`config.mk`:
```
export PLATFORM = sky130hd
export DESIGN_NAME = sifhTop
export DESIGN_NICKNAME = d
export VERILOG_FILES = /design/src/logic/sifhPkg.sv /design/src/logic/frameSequencer.sv /design/src/logic/histUpdater.sv /design/src/logic/peakTracker.sv /design/src/logic/sifhTop.sv
export VERILOG_INCLUDE_DIRS = /design/src /design/src/logic
export SDC_FILE = /design/constraint.sdc
export NUM_CORES = 1
export LEC_CHECK = 0
export BUFFER_PORTS_ARGS = -buffer_cell sky130_fd_sc_hd__buf_2
export CORE_UTILIZATION = 50
export DETAILED_ROUTE_END_ITERATION = 7
export GPL_ROUTABILITY_DRIVEN = 0
export GPL_TIMING_DRIVEN = 1
export PLACE_DENSITY = 0.68
export SLEW_MARGIN = 20
export SYNTH_ARGS = -nofsm -noshare
export SYNTH_HDL_FRONTEND = slang
export SYNTH_SLANG_ARGS = --single-unit
```
`constraint.sdc`:
```
create_clock -name clk -period 3.57 [get_ports clk]
set_clock_uncertainty 0.1 [all_clocks]
set_input_delay 0.5355 -clock clk [delete_from_list [all_inputs] [get_ports clk]]
set_output_delay 0.5355 -clock clk [all_outputs]
set_load 0.02 [all_outputs]
```
`src/logic/sifhConsts.svh`:
```
`ifndef SIFH_CONSTS_SVH
`define SIFH_CONSTS_SVH

// timestamp width from the TDC
`define NP 10
// bin index width, top bits of the timestamp
`define NB 3
// histogram count width, saturates at all ones
`define PEAK_MAX 4

// sensor sequence sizes
`define PIXEL_NUM 3
`define DATA_NUM 2
`define ACQ_NUM 8

// derived widths
`define PIX_W 2
`define DATA_W 1
`define ACQ_W 3
`define ADDR_W (`PIX_W + `NB)
`define RAM_DEPTH (`PIXEL_NUM * (1 << `NB))

`endif

```
`src/logic/sifhPkg.sv`:
```
`include "sifhConsts.svh"

package sifhPkg;

    // raw timestamp as strobed in
    typedef logic [`NP-1:0] timestampT;
    // histogram bin index
    typedef logic [`NB-1:0] binT;
    // saturating bin count
    typedef logic [`PEAK_MAX-1:0] countT;
    // pixel index within one RAM
    typedef logic [`PIX_W-1:0] pixelT;

    // tag attached to each accepted sample
    typedef struct packed {
        pixelT pixel;
        logic  lastOfFrame;
    } sampleTagT;

    // new count of one bin, leaving the updater
    typedef struct packed {
        pixelT pixel;
        binT   bin;
        countT count;
        logic  lastOfFrame;
    } binUpdateT;

    // one peak result per pixel at frame end
    typedef struct packed {
        pixelT pixel;
        binT   bin;
        countT count;
    } peakResultT;

    // updater: clear sweep or normal histogramming
    typedef enum logic {CLEARING, RUNNING} updState;
    // tracker: waiting for frame end or streaming results
    typedef enum logic {IDLE, STREAM} seqState;

endpackage

```
`src/logic/frameSequencer.sv`:
```
`include "sifhConsts.svh"

module frameSequencer import sifhPkg::*; (
    input  logic      clk,
    input  logic      rstN,
    input  logic      wrEn,
    input  logic      ready,
    output logic      accept,
    output sampleTagT tag
);

    // sample index inside the current pixel
    logic [`DATA_W-1:0] sampleCnt;
    // current pixel of the sequence
    pixelT pixelCnt;
    // acquisition index inside the frame
    logic [`ACQ_W-1:0] acqCnt;

    logic lastSample;
    logic lastPixel;
    logic lastAcq;

    // strobe only counts while the updater is ready
    assign accept = wrEn & ready;

    assign lastSample = (int'(sampleCnt) == `DATA_NUM - 1);
    assign lastPixel  = (int'(pixelCnt) == `PIXEL_NUM - 1);
    assign lastAcq    = (int'(acqCnt) == `ACQ_NUM - 1);

    // tag is valid in the accept cycle itself
    assign tag.pixel       = pixelCnt;
    assign tag.lastOfFrame = lastSample & lastPixel & lastAcq;

    // nested counters: sample, then pixel, then acquisition
    always_ff @(posedge clk) begin
        if (!rstN) begin
            sampleCnt <= '0;
            pixelCnt  <= '0;
            acqCnt    <= '0;
        end else if (accept) begin
            if (lastSample) begin
                sampleCnt <= '0;
                if (lastPixel) begin
                    pixelCnt <= '0;
                    // wraps to zero after the last acquisition
                    if (lastAcq) begin
                        acqCnt <= '0;
                    end else begin
                        acqCnt <= acqCnt + 1'b1;
                    end
                end else begin
                    pixelCnt <= pixelCnt + 1'b1;
                end
            end else begin
                sampleCnt <= sampleCnt + 1'b1;
            end
        end
    end

    // pixel tag must stay inside the RAM's pixel range
    pixelRange: assert property (
        @(posedge clk) disable iff (!rstN)
        int'(tag.pixel) < `PIXEL_NUM
    );

endmodule

```
`src/logic/histUpdater.sv`:
```
`include "sifhConsts.svh"

module histUpdater import sifhPkg::*; (
    input  logic      clk,
    input  logic      rstN,
    input  logic      accept,
    input  timestampT data,
    input  sampleTagT tag,
    output logic      ready,
    output logic      updValid,
    output binUpdateT upd
);

    // histograms of all pixels, address is {pixel, bin}
    countT histRam [`RAM_DEPTH];

    updState state;
    logic [`ADDR_W-1:0] clrAddr;

    // stage one: address registered, RAM read
    logic               s1Valid;
    logic [`ADDR_W-1:0] s1Addr;
    logic               s1Last;
    countT              s1Base;

    // stage two: increment and write back
    logic               s2Valid;
    logic [`ADDR_W-1:0] s2Addr;
    logic               s2Last;
    countT              s2Base;
    countT              s2New;

    // bin taken from the top bits of the timestamp
    always_ff @(posedge clk) begin
        s1Addr <= {tag.pixel, data[`NP-1 -: `NB]};
        s1Last <= tag.lastOfFrame;
    end

    // forward from stage two when it holds the same address,
    // its write has not reached the RAM yet
    assign s1Base = (s2Valid && (s2Addr == s1Addr)) ? s2New : histRam[s1Addr];

    always_ff @(posedge clk) begin
        s2Addr <= s1Addr;
        s2Last <= s1Last;
        s2Base <= s1Base;
    end

    // saturate at all ones
    assign s2New = (s2Base == '1) ? s2Base : s2Base + 1'b1;

    always_ff @(posedge clk) begin
        if (!rstN) begin
            s1Valid <= 1'b0;
            s2Valid <= 1'b0;
        end else begin
            s1Valid <= accept;
            s2Valid <= s1Valid;
        end
    end

    // single write port, sweep wins over late updates of a finished frame
    always_ff @(posedge clk) begin
        if (state == CLEARING) begin
            histRam[clrAddr] <= '0;
        end else if (s2Valid) begin
            histRam[s2Addr] <= s2New;
        end
    end

    // clear sweep after reset and after the last sample of a frame
    always_ff @(posedge clk) begin
        if (!rstN) begin
            state   <= CLEARING;
            clrAddr <= '0;
        end else begin
            case (state)
                CLEARING: begin
                    if (int'(clrAddr) == `RAM_DEPTH - 1) begin
                        clrAddr <= '0;
                        state   <= RUNNING;
                    end else begin
                        clrAddr <= clrAddr + 1'b1;
                    end
                end
                RUNNING: begin
                    // ready drops the cycle after the last accept
                    if (accept && tag.lastOfFrame) begin
                        state <= CLEARING;
                    end
                end
                default: state <= CLEARING;
            endcase
        end
    end

    assign ready = (state == RUNNING);

    // new count leaves two cycles after the accept
    assign updValid        = s2Valid;
    assign upd.pixel       = s2Addr[`ADDR_W-1 -: `PIX_W];
    assign upd.bin         = s2Addr[`NB-1:0];
    assign upd.count       = s2New;
    assign upd.lastOfFrame = s2Last;

    // sequencer must never accept during the sweep
    noAcceptInClear: assert property (
        @(posedge clk) disable iff (!rstN)
        accept |-> (state == RUNNING)
    );

endmodule

```
`src/logic/peakTracker.sv`:
```
`include "sifhConsts.svh"

module peakTracker import sifhPkg::*; (
    input  logic       clk,
    input  logic       rstN,
    input  logic       updValid,
    input  binUpdateT  upd,
    output logic       peakValid,
    output peakResultT peak
);

    // running peak of each pixel
    binT   bestBin   [`PIXEL_NUM];
    countT bestCount [`PIXEL_NUM];

    seqState state;
    // pixel being streamed out
    pixelT rdPix;

    logic lastRd;
    logic newPeak;

    assign lastRd = (int'(rdPix) == `PIXEL_NUM - 1);

    // strictly greater, so on a tie the earlier bin is kept
    assign newPeak = updValid && (upd.count > bestCount[upd.pixel]);

    // readout of the frame's peaks
    always_ff @(posedge clk) begin
        if (!rstN) begin
            state <= IDLE;
            rdPix <= '0;
        end else begin
            case (state)
                IDLE: begin
                    // last update is stored this cycle, stream from next
                    if (updValid && upd.lastOfFrame) begin
                        state <= STREAM;
                        rdPix <= '0;
                    end
                end
                STREAM: begin
                    if (lastRd) begin
                        state <= IDLE;
                        rdPix <= '0;
                    end else begin
                        rdPix <= rdPix + 1'b1;
                    end
                end
                default: state <= IDLE;
            endcase
        end
    end

    // peak table, zeroed once all results are out
    always_ff @(posedge clk) begin
        if (!rstN || ((state == STREAM) && lastRd)) begin
            for (int i = 0; i < `PIXEL_NUM; i++) begin
                bestBin[i]   <= '0;
                bestCount[i] <= '0;
            end
        end else if (newPeak) begin
            bestBin[upd.pixel]   <= upd.bin;
            bestCount[upd.pixel] <= upd.count;
        end
    end

    // results in pixel order 0, 1, 2
    assign peakValid  = (state == STREAM);
    assign peak.pixel = rdPix;
    assign peak.bin   = bestBin[rdPix];
    assign peak.count = bestCount[rdPix];

    // exactly one burst of PIXEL_NUM results per frame end
    burstLength: assert property (
        @(posedge clk) disable iff (!rstN)
        peakValid [* `PIXEL_NUM] |=> !peakValid
    );

endmodule

```
`src/logic/sifhTop.sv`:
```
module sifhTop import sifhPkg::*; (
    input  logic       clk,
    input  logic       rstN,
    input  logic       wrEn,
    input  timestampT  data,
    output logic       ready,
    output logic       peakValid,
    output peakResultT peak
);

    // accepted sample and its pixel tag
    logic      accept;
    sampleTagT tag;

    // new bin counts towards the tracker
    logic      updValid;
    binUpdateT upd;

    // pixel and frame position of each sample
    frameSequencer sequencer (
        .clk    (clk),
        .rstN   (rstN),
        .wrEn   (wrEn),
        .ready  (ready),
        .accept (accept),
        .tag    (tag)
    );

    // histogram RAM and clear sweep, owns ready
    histUpdater updater (
        .clk      (clk),
        .rstN     (rstN),
        .accept   (accept),
        .data     (data),
        .tag      (tag),
        .ready    (ready),
        .updValid (updValid),
        .upd      (upd)
    );

    // per-pixel peak search and result stream
    peakTracker tracker (
        .clk       (clk),
        .rstN      (rstN),
        .updValid  (updValid),
        .upd       (upd),
        .peakValid (peakValid),
        .peak      (peak)
    );

endmodule

```
After elaboration in Yosys (flattened, before gate mapping)
Memory sizes are Yosys's and may differ from the RTL's. A register that Yosys moved wholly into a read port is not among the register bits.
Index checks and enable logic that the tools add are counted.
- flip-flop bits (word level): 33
- logic and storage cells: 85
- memories kept: 3
- input bits: 13
- output and inout port bits: 11
- bits in writable memories: 117
- memories (name ; words ; bits a word ; read ports ; clocked after Yosys merged registers in ; wr ports ; RTL line ; text):
    updater.histRam ; 24 ; 4 ; 1 ; 1 ; 1 ; histUpdater.sv:15 ; countT histRam [`RAM_DEPTH];
    tracker.bestCount ; 3 ; 4 ; 2 ; 2 ; 3 ; peakTracker.sv:14 ; countT bestCount [`PIXEL_NUM];
    tracker.bestBin ; 3 ; 3 ; 1 ; 1 ; 3 ; peakTracker.sv:13 ; binT bestBin [`PIXEL_NUM];
- bitwise operators: 5
- magnitude comparators: 1
- add/subtract/negate cells: 6
- equal/unequal tests: 7
- reductions and logical operators: 12
- muxes and demuxes: 37
- operators with widths (operator ; count):
    2-bit 2-to-1 mux ; 9
    1-bit 2-to-1 mux ; 17
    4-bit 2-to-1 mux ; 4
    5-bit 2-to-1 mux ; 2
    4-bit OR reduction ; 2
    3-bit 2-to-1 mux ; 2
    5-bit by 1-bit adder with 5-bit output (second input constant) ; 1
    5-bit equality test ; 1
    5-bit equality test (second input constant) ; 1
    1-bit logical AND ; 5
    2-bit by 1-bit adder with 2-bit output (second input constant) ; 2
    4-bit by 1-bit adder with 4-bit output (second input constant) ; 1
    2-bit equality test (second input constant) ; 2
    4-bit equality test (second input constant) ; 1
    4-bit greater-than comparator ; 1
    1-bit case mux with 2 select lines ; 2
    2-bit case mux with 2 select lines ; 1
    3-bit by 1-bit adder with 3-bit output (second input constant) ; 1
    1-bit bitwise AND ; 3
    3-bit by 1-bit equality test with 1-bit output (second input constant) ; 1
    3-bit AND reduction ; 1
    3-bit OR reduction ; 1
    2-bit by 1-bit inequality test with 1-bit output (second input constant) ; 1
    1-bit inverter ; 2
    4 further kinds ; 4

Logic depth before layout (Yosys ltp)
Gate-level depths: netlist of run 1.
- depth after elaboration: 9
- mapped depth: 10
- depth with buffers taken out: 10

By module
Synthesis of run 1 repeated with hierarchy kept, for this count alone.
- cell total of the unflattened synthesis: 477
- area total of the unflattened synthesis: 6794.0 sq um
- modules (own cells, without submodules) (module ; sequential area each (sq um) ; area an instance (sq um) ; instances ; cells each):
    histUpdater ; 3363.2 ; 4839.6 ; 1 ; 325
    peakTracker ; 940.9 ; 1671.6 ; 1 ; 120
    frameSequencer ; 120.1 ; 282.8 ; 1 ; 32

Worst setup path before layout of run 1
OpenSTA, ideal clock, no wires.
- path type: flip-flop to flip-flop
- from: reg updater.s2Base[0]
- to: mem tracker.bestBin[0][0] (netlist bit) (enable)
- period minus slack after synthesis: 2.985 ns
- setup time: 0.306 ns
- cell stages (with the launch flop): 11
- path buffers: 0
- setup slack: 0.585 ns
- data arrival time: 2.578 ns
- required time: 3.164 ns
- path through: dfxtp_1 -> ha_1 -> nand3_1 -> mux2i_1 -> inv_1 -> ha_1 -> nor2b_1 -> o21a_1 -> o21a_1 -> o2111ai_1 -> nand2_1
- RTL lines (what ; RTL line ; text):
    start: declaration ; histUpdater.sv:30 ; countT s2Base;
    start signal: assignment ; histUpdater.sv:46 ; s2Base <= s1Base;
    end: declaration ; peakTracker.sv:13 ;

==> out/results.ini, run 1 <==
[clock_tree]
cts_resized=0
cts_root_buffer=clkbuf_16
clk_pin_slew_ns=0.06
cts_tree=built
cts.sink_count=159
hold_buffers=0
cts_buffer_depth=2
clock_latency_ns=0.42
cts_setup_buffers=0
cts_made_buffers=17
h-tree-depth=4

[die]
io_pins=24
die_w_um=117
coreArea_sq_um=12700
start_util_pct=51.6
die_h_um=117
dieArea_sq_um=13600
fp-row-count=41

[drt]
wirelength_um=12700
final_antenna_net_count=0
drt_iter0_markers=328
wl_per_cell_um=18.9
drcViolationCount=0
first_pass_iters=7
vias=3780
vias_per_cell=5.63

[global_route]
antenna_found_initial=0
grt_max_degree=40
grt_usage_pct=20.1
grt_pass1_wl_um=19400
overflow=0
grt_pass1_vias=3624

[timing]
fmax_mhz=338
fin_ws_ns=0.614
rsz0062_at_grt=no
worst_pin_slew_ns=0.945
hold_viol=0
setup_viol=0
setup_tns_ns=0
fin_crit_ns=2.96
drv_slew=0
slew_headroom_pct=36.7
timing.final.crit_share_pct=82.8

[synthesis]
avgSynthCellArea_sq_um=14.4
netlist_area_sq_um=6570
ys_warn_count=0
ys_ff_latch=159
synth_cell_types=41
synth_top_area_cell=edfxtp_1
netlist_top_cells_area=edfxtp_1 (57%), dfxtp_1 (11%), mux2i_1 (6.1%)
seq_area_frac_synth_pct=67.4
syn-num-nets=478
postSynthCellCount=457
synth_top_area_share_pct=56.7

[setup_path]
critical_path.max_stage_delay_ns=0.33
critPathCaptureType=flop
start_kind=flop
arrival_ns=2.95
r2r_slack_ns=0.61
worstPathCellList=ha_1 > nand3_1 > mux2i_1 > buf_4 > inv_1 > ha_1 > nor2b_1 > o21a_1 > o21a_1 > o2111ai_1 > nand2_1
path_class=reg -> reg
crit_path_top_delay_cell=dfxtp_1
cp_data_required_time_ns=3.56
cp_max_fo=7

[final_layout]
drive_above_1_share_pct=14.6
antenna_cells=0
final_nets=508
syn2layout_area_growth_pct=14.1
nFillCells=998
post-route-util_pct=58.9

[place]
post-place-ws_ns=0.625
dpl.hpwl_um=8260
port_buffers=16

[outcome]
status=completed

[power_and_ir_drop]
p_leak_uw=0.00257
peakVddDrop_v=0.000356
p_per_area_nw_per_um2=548
total_power_uw=4100

[worst_hold_path]
worst_hold_path_type=in -> reg

[job]
maxCapViolations=0

[final timing paths]
path,startpoint,to,depth (start not counted)
hold reg to reg,updater.s1Last,updater.s2Last,0
setup / recovery,updater.s2Base[0],tracker.bestBin[1][2],11
hold / removal,data[7],updater.s1Addr[0],1
setup reg to reg,updater.s2Base[0],tracker.bestBin[1][2],11
[placed cells by master, fill, tap and decap left out, types with 2 or more instances in the layout]
master        n
xnor2_1       3
clkbuf_16    17
and3_1        2
clkbuf_1      3
inv_1        16
mux4_1        7
a31oi_1       5
o21ai_0       3
a41oi_1       2
dfxtp_1      34
nand2_1      26
ha_1          8
nor2_1       67
and2_1        2
buf_4        14
nor2b_1       7
nand3b_1      3
edfxtp_1    124
nand3_1      11
nor3b_1       3
a32oi_1       4
xor2_1        5
mux2_2        3
o31ai_1       3
a21oi_1      15
mux2i_1      40
buf_2        16
clkinv_2      3
nand2b_1      3
nor3_1        4
a22oi_1      13
a22o_1        2
mux4_2       11
o21a_1        2
bufinv_16     4
clkinvlp_4    2
o2111ai_1     3
[through the flow]
stage	instance area (sq um)	cells	hold WS (ns)
after floorplan	6570	457	0.210
after global placement	6880	640	0.218
after detailed placement	6880	640	0.218
after CTS	7490	672	0.104
after global routing	7490	672	0.104
final	7490	672	0.116
[sequential cells by signal, summed over array words and instances, names as in the netlist, 2 cells and up, named ones only]
name / count
sequencer.acqCnt: 3
sequencer.pixelCnt: 2
tracker.bestBin: 12
tracker.bestCount: 16
tracker.rdPix: 2
updater.clrAddr: 5
updater.histRam: 96
updater.s1Addr: 5
updater.s2Addr: 5
updater.s2Base: 4
[Yosys cell counts]
cell,number
edfxtp_1,124
nor4_1,1
inv_1,16
a22o_1,2
nand2_1,26
buf_6,1
buf_2,6
o2111ai_1,3
buf_1,2
a41oi_1,2
mux4_1,7
a21oi_1,15
o21a_1,2
a32oi_1,4
and2b_1,1
xnor2_1,3
xor2_1,5
ha_1,8
dfxtp_1,35
clkbuf_1,9
nor3b_1,3
mux2i_1,40
nand2b_1,3
buf_4,1
a211o_1,1
o31ai_1,3
o21ai_0,3
nor3_1,4
a22oi_1,13
and4b_1,1
a31oi_1,5
mux2_2,3
nor2_1,67
and3_1,2
and2_1,2
nand4_1,1
nand3_1,11
mux4_2,11
nand3b_1,3
a311oi_1,1
nor2b_1,7
[critical path: cells and delay by family, from the launching register on]
family                   cells  cell delay (ns)
AO/OA/AOI/OAI                3             0.63
AND/OR/NAND/NOR              3             0.57
adder cells (fa/ha/maj)      2             0.53
flip-flops                   1             0.33
buffers and inverters        2             0.24
multiplexers                 1             0.22
[metal layers]
| metal | track usage [%] | wire length [um] | up-vias |
|---|---|---|---|
| li1 | - | - | 1787 |
| met1 | 26.2 | 5670 | 1887 |
| met2 | 33.1 | 6320 | 87 |
| met3 | 4.00 | 444 | 19 |
| met4 | 8.27 | 238 | 0 |
| met5 | 0 | 0 | - |
[where the power goes]
group          total, uW  switching (uW)  internal, uW
Clock               1860             681          1180
Combinational        196             120          75.2
Sequential          2040            26.9          2020
Total               4100             828          3270
[final cells by class]
cell class	instances	area (sq um)	share of cell area, %
clock buffers	21	450	6.01
clock inverters	11	163	2.17
inverters	16	60.1	0.802
multi-input cells	263	1990	26.6
flip-flops and latches	159	4430	59.1
well taps	172	215	2.87
repair buffers	30	185	2.47
[cells by family (layout without fill, tap and decap cells)]
logic type,Yosys count,in the layout,share of synthesized area [%]
flip-flops,159,159,67.4
multiplexers,61,61,13.2
XOR/XNOR,8,8,1.07
adder cells (fa/ha/maj),8,8,1.52
AO/OA/AOI/OAI,54,54,5.64
AND/OR/NAND/NOR,132,132,8.93
buffers and inverters,35,78,2.29
(Power assumes the default switching activity.)
==> run 2: changes to the inputs <==
- clock period: 3.57 -> 3.1 ns (I/O delays scaled with it)
==> run 2 against run 1 <==
Effect of this change: register-to-register slack worse by 0.31 ns; first-iteration DRC count down 12%; sequential share of layout area down 0.22 points; worst hold slack got worse by 0.075 ns; maximum frequency rose by 5.7%; cell count grew 0.45%; total power grew 16%; non-clock buffer count rose by 3; via count is 0.34% higher; wire length is 0.83% higher; critical path type unchanged; critical endpoint is now tracker.bestCount[0][2].
==> out/results.ini, run 2 (synthesis gave the netlist of run 1 again) <==
[clock_tree]
clk_pin_slew_ns=0.06  ; about the same
cts_made_buffers=17  ; unchanged
clock_latency_ns=0.43  ; was 0.42 ns
h-tree-depth=4  ; unchanged
cts_buffer_depth=2  ; unchanged
cts_tree=built  ; unchanged
cts_resized=0  ; unchanged
cts_setup_buffers=0  ; unchanged
cts.sink_count=159  ; unchanged
cts_root_buffer=clkbuf_16  ; unchanged
hold_buffers=0  ; unchanged

[worst_hold_path]
min_path_cells=1  ; unchanged
worst_hold_path_type=in -> reg  ; unchanged
holdPathEnd=updater.s1Addr[0]  ; unchanged
worstHoldStart=data[7]  ; unchanged

[final_layout]
syn2layout_area_growth_pct=14.5  ; was 14.1%
multi_input_area_sq_um=1990  ; unchanged
regMostFlops=updater.histRam  ; unchanged
largestRegisters=updater.histRam: 96 flops, tracker.bestCount: 16 flops, tracker.bestBin: 12 flops  ; unchanged
mostFrequentLayoutCells=edfxtp_1 (124), nor2_1 (67), mux2i_1 (40)  ; unchanged
final_nets=511  ; was 508
layout_commonest_cell=edfxtp_1  ; unchanged
drive_above_1_share_pct=15.3  ; was 14.6%
largest_register_ffs=96  ; unchanged
antenna_cells=0  ; unchanged
nFillCells=1005  ; was 998
register_area_sq_um=4430  ; unchanged

[timing]
timing.final.crit_share_pct=90.2  ; was 82.8%
setup_viol=0  ; unchanged
drv_slew=0  ; unchanged
rsz0062_at_grt=no  ; unchanged
slew_headroom_pct=41.4  ; was 36.7%
setup_tns_ns=0  ; unchanged
fin_crit_ns=2.80  ; was 2.96 ns
fmax_mhz=357  ; was 338 MHz
hold_viol=0  ; unchanged
worst_pin_slew_ns=0.879  ; was 0.945 ns

[die]
start_util_pct=51.6  ; unchanged
fp-row-count=41  ; unchanged
dieArea_sq_um=13600  ; unchanged
coreArea_sq_um=12700  ; unchanged
io_pins=24  ; unchanged
die_h_um=117  ; unchanged
die_w_um=117  ; unchanged

[global_route]
grt_pass1_wl_um=20000  ; was 19400 um
grt_max_degree=40  ; unchanged
overflow=0  ; unchanged
grt_pass1_vias=3893  ; was 3624
antenna_found_initial=0  ; unchanged
grt_usage_pct=20.9  ; was 20.1%

[setup_path]
r2r_slack_ns=0.30  ; was 0.61 ns
r2r_end=tracker.bestCount[0][2]  ; was tracker.bestBin[1][2]
cp_max_fo=7  ; unchanged
start_kind=flop  ; unchanged
path_class=reg -> reg  ; unchanged
critPathCaptureType=flop  ; unchanged
worst-r2r-cell-count=10  ; was 11
cp_data_required_time_ns=3.11  ; was 3.56 ns
arrival_ns=2.81  ; was 2.95 ns
r2r_start=updater.s2Base[0]  ; unchanged

[job]
maxCapViolations=0  ; unchanged

[power_and_ir_drop]
peakVddDrop_v=0.000545  ; was 0.000356 V
total_power_uw=4740  ; was 4100 uW
p_leak_uw=0.00259  ; was 0.00257 uW
p_per_area_nw_per_um2=630  ; was 548 nW/um^2

[place]
port_buffers=16  ; unchanged
dpl.hpwl_um=8550  ; was 8260 um

[drt]
vias_per_cell=5.62  ; was 5.63
drt_iter0_markers=290  ; was 328
first_pass_iters=5  ; was 7
final_antenna_net_count=0  ; unchanged
wirelength_um=12800  ; was 12700 um
wl_per_cell_um=18.9  ; about the same
vias=3793  ; was 3780
drcViolationCount=0  ; unchanged

[outcome]
status=completed  ; unchanged

[run 2: stage by stage]
step	hold slack [ns]	area, sq um	std cells	utilization, %	setup slack [ns]
floorplan	0.210	6570	457	-	0.115
global placement	0.212	6900	643	54.2	0.403
CTS	0.0214	7520	675	59.1	0.302
finish	0.0409	7520	675	59.1	0.303
detailed placement	0.219	6900	643	54.2	0.314
global route	0.0255	7520	675	59.1	0.0873
[run 2: critical path, cell delays in order (launching register included)]
cell and delay, ns:
dfxtp_1 0.34, ha_1 0.25, nand3_1 0.15, mux2i_1 0.25, inv_1 0.09, ha_1 0.31
nor2b_1 0.13, o21a_1 0.16, o21a_1 0.20, o2111ai_1 0.23, nand2_1 0.28
[run 2: report_power, final]
part | internal (uW) | switching (uW) | total [uW]
Combinational | 88.1 | 138 | 226
Sequential | 2320 | 31.5 | 2350
Clock | 1340 | 819 | 2160
Total | 3750 | 989 | 4740
[run 2: layout make-up]
class,instances,area share [%]
Sequential cell,159,58.9
Multi-Input combinational cell,263,26.5
Clock buffer,17,5.66
Tap cell,172,2.86
Timing Repair Buffer,33,2.76
Clock inverter,15,2.56
Inverter,16,0.799
[run 2: worst max-delay path by stage]
stage	startpoint	end	slack (ns)
after floorplan	updater.s2Base[0]	tracker.bestBin[0][0]	0.12
after global placement	updater.s2Base[0]	tracker.bestCount[0][2]	0.40
after detailed placement	updater.s2Base[0]	tracker.bestBin[0][0]	0.31
after CTS	updater.s2Base[0]	tracker.bestBin[0][0]	0.30
after global routing	updater.s2Base[0]	tracker.bestBin[0][1]	0.09
final	updater.s2Base[0]	tracker.bestCount[0][2]	0.30
[run 2: metal layers]
metal | global-route usage (%) | part of all wire [%] | up-vias
met5 | 0 | 0 | -
met4 | 8.95 | 1.9 | 0
met3 | 5.97 | 5.6 | 23
met2 | 33.5 | 49 | 112
met1 | 26.8 | 43 | 1870
li1 | - | - | 1788
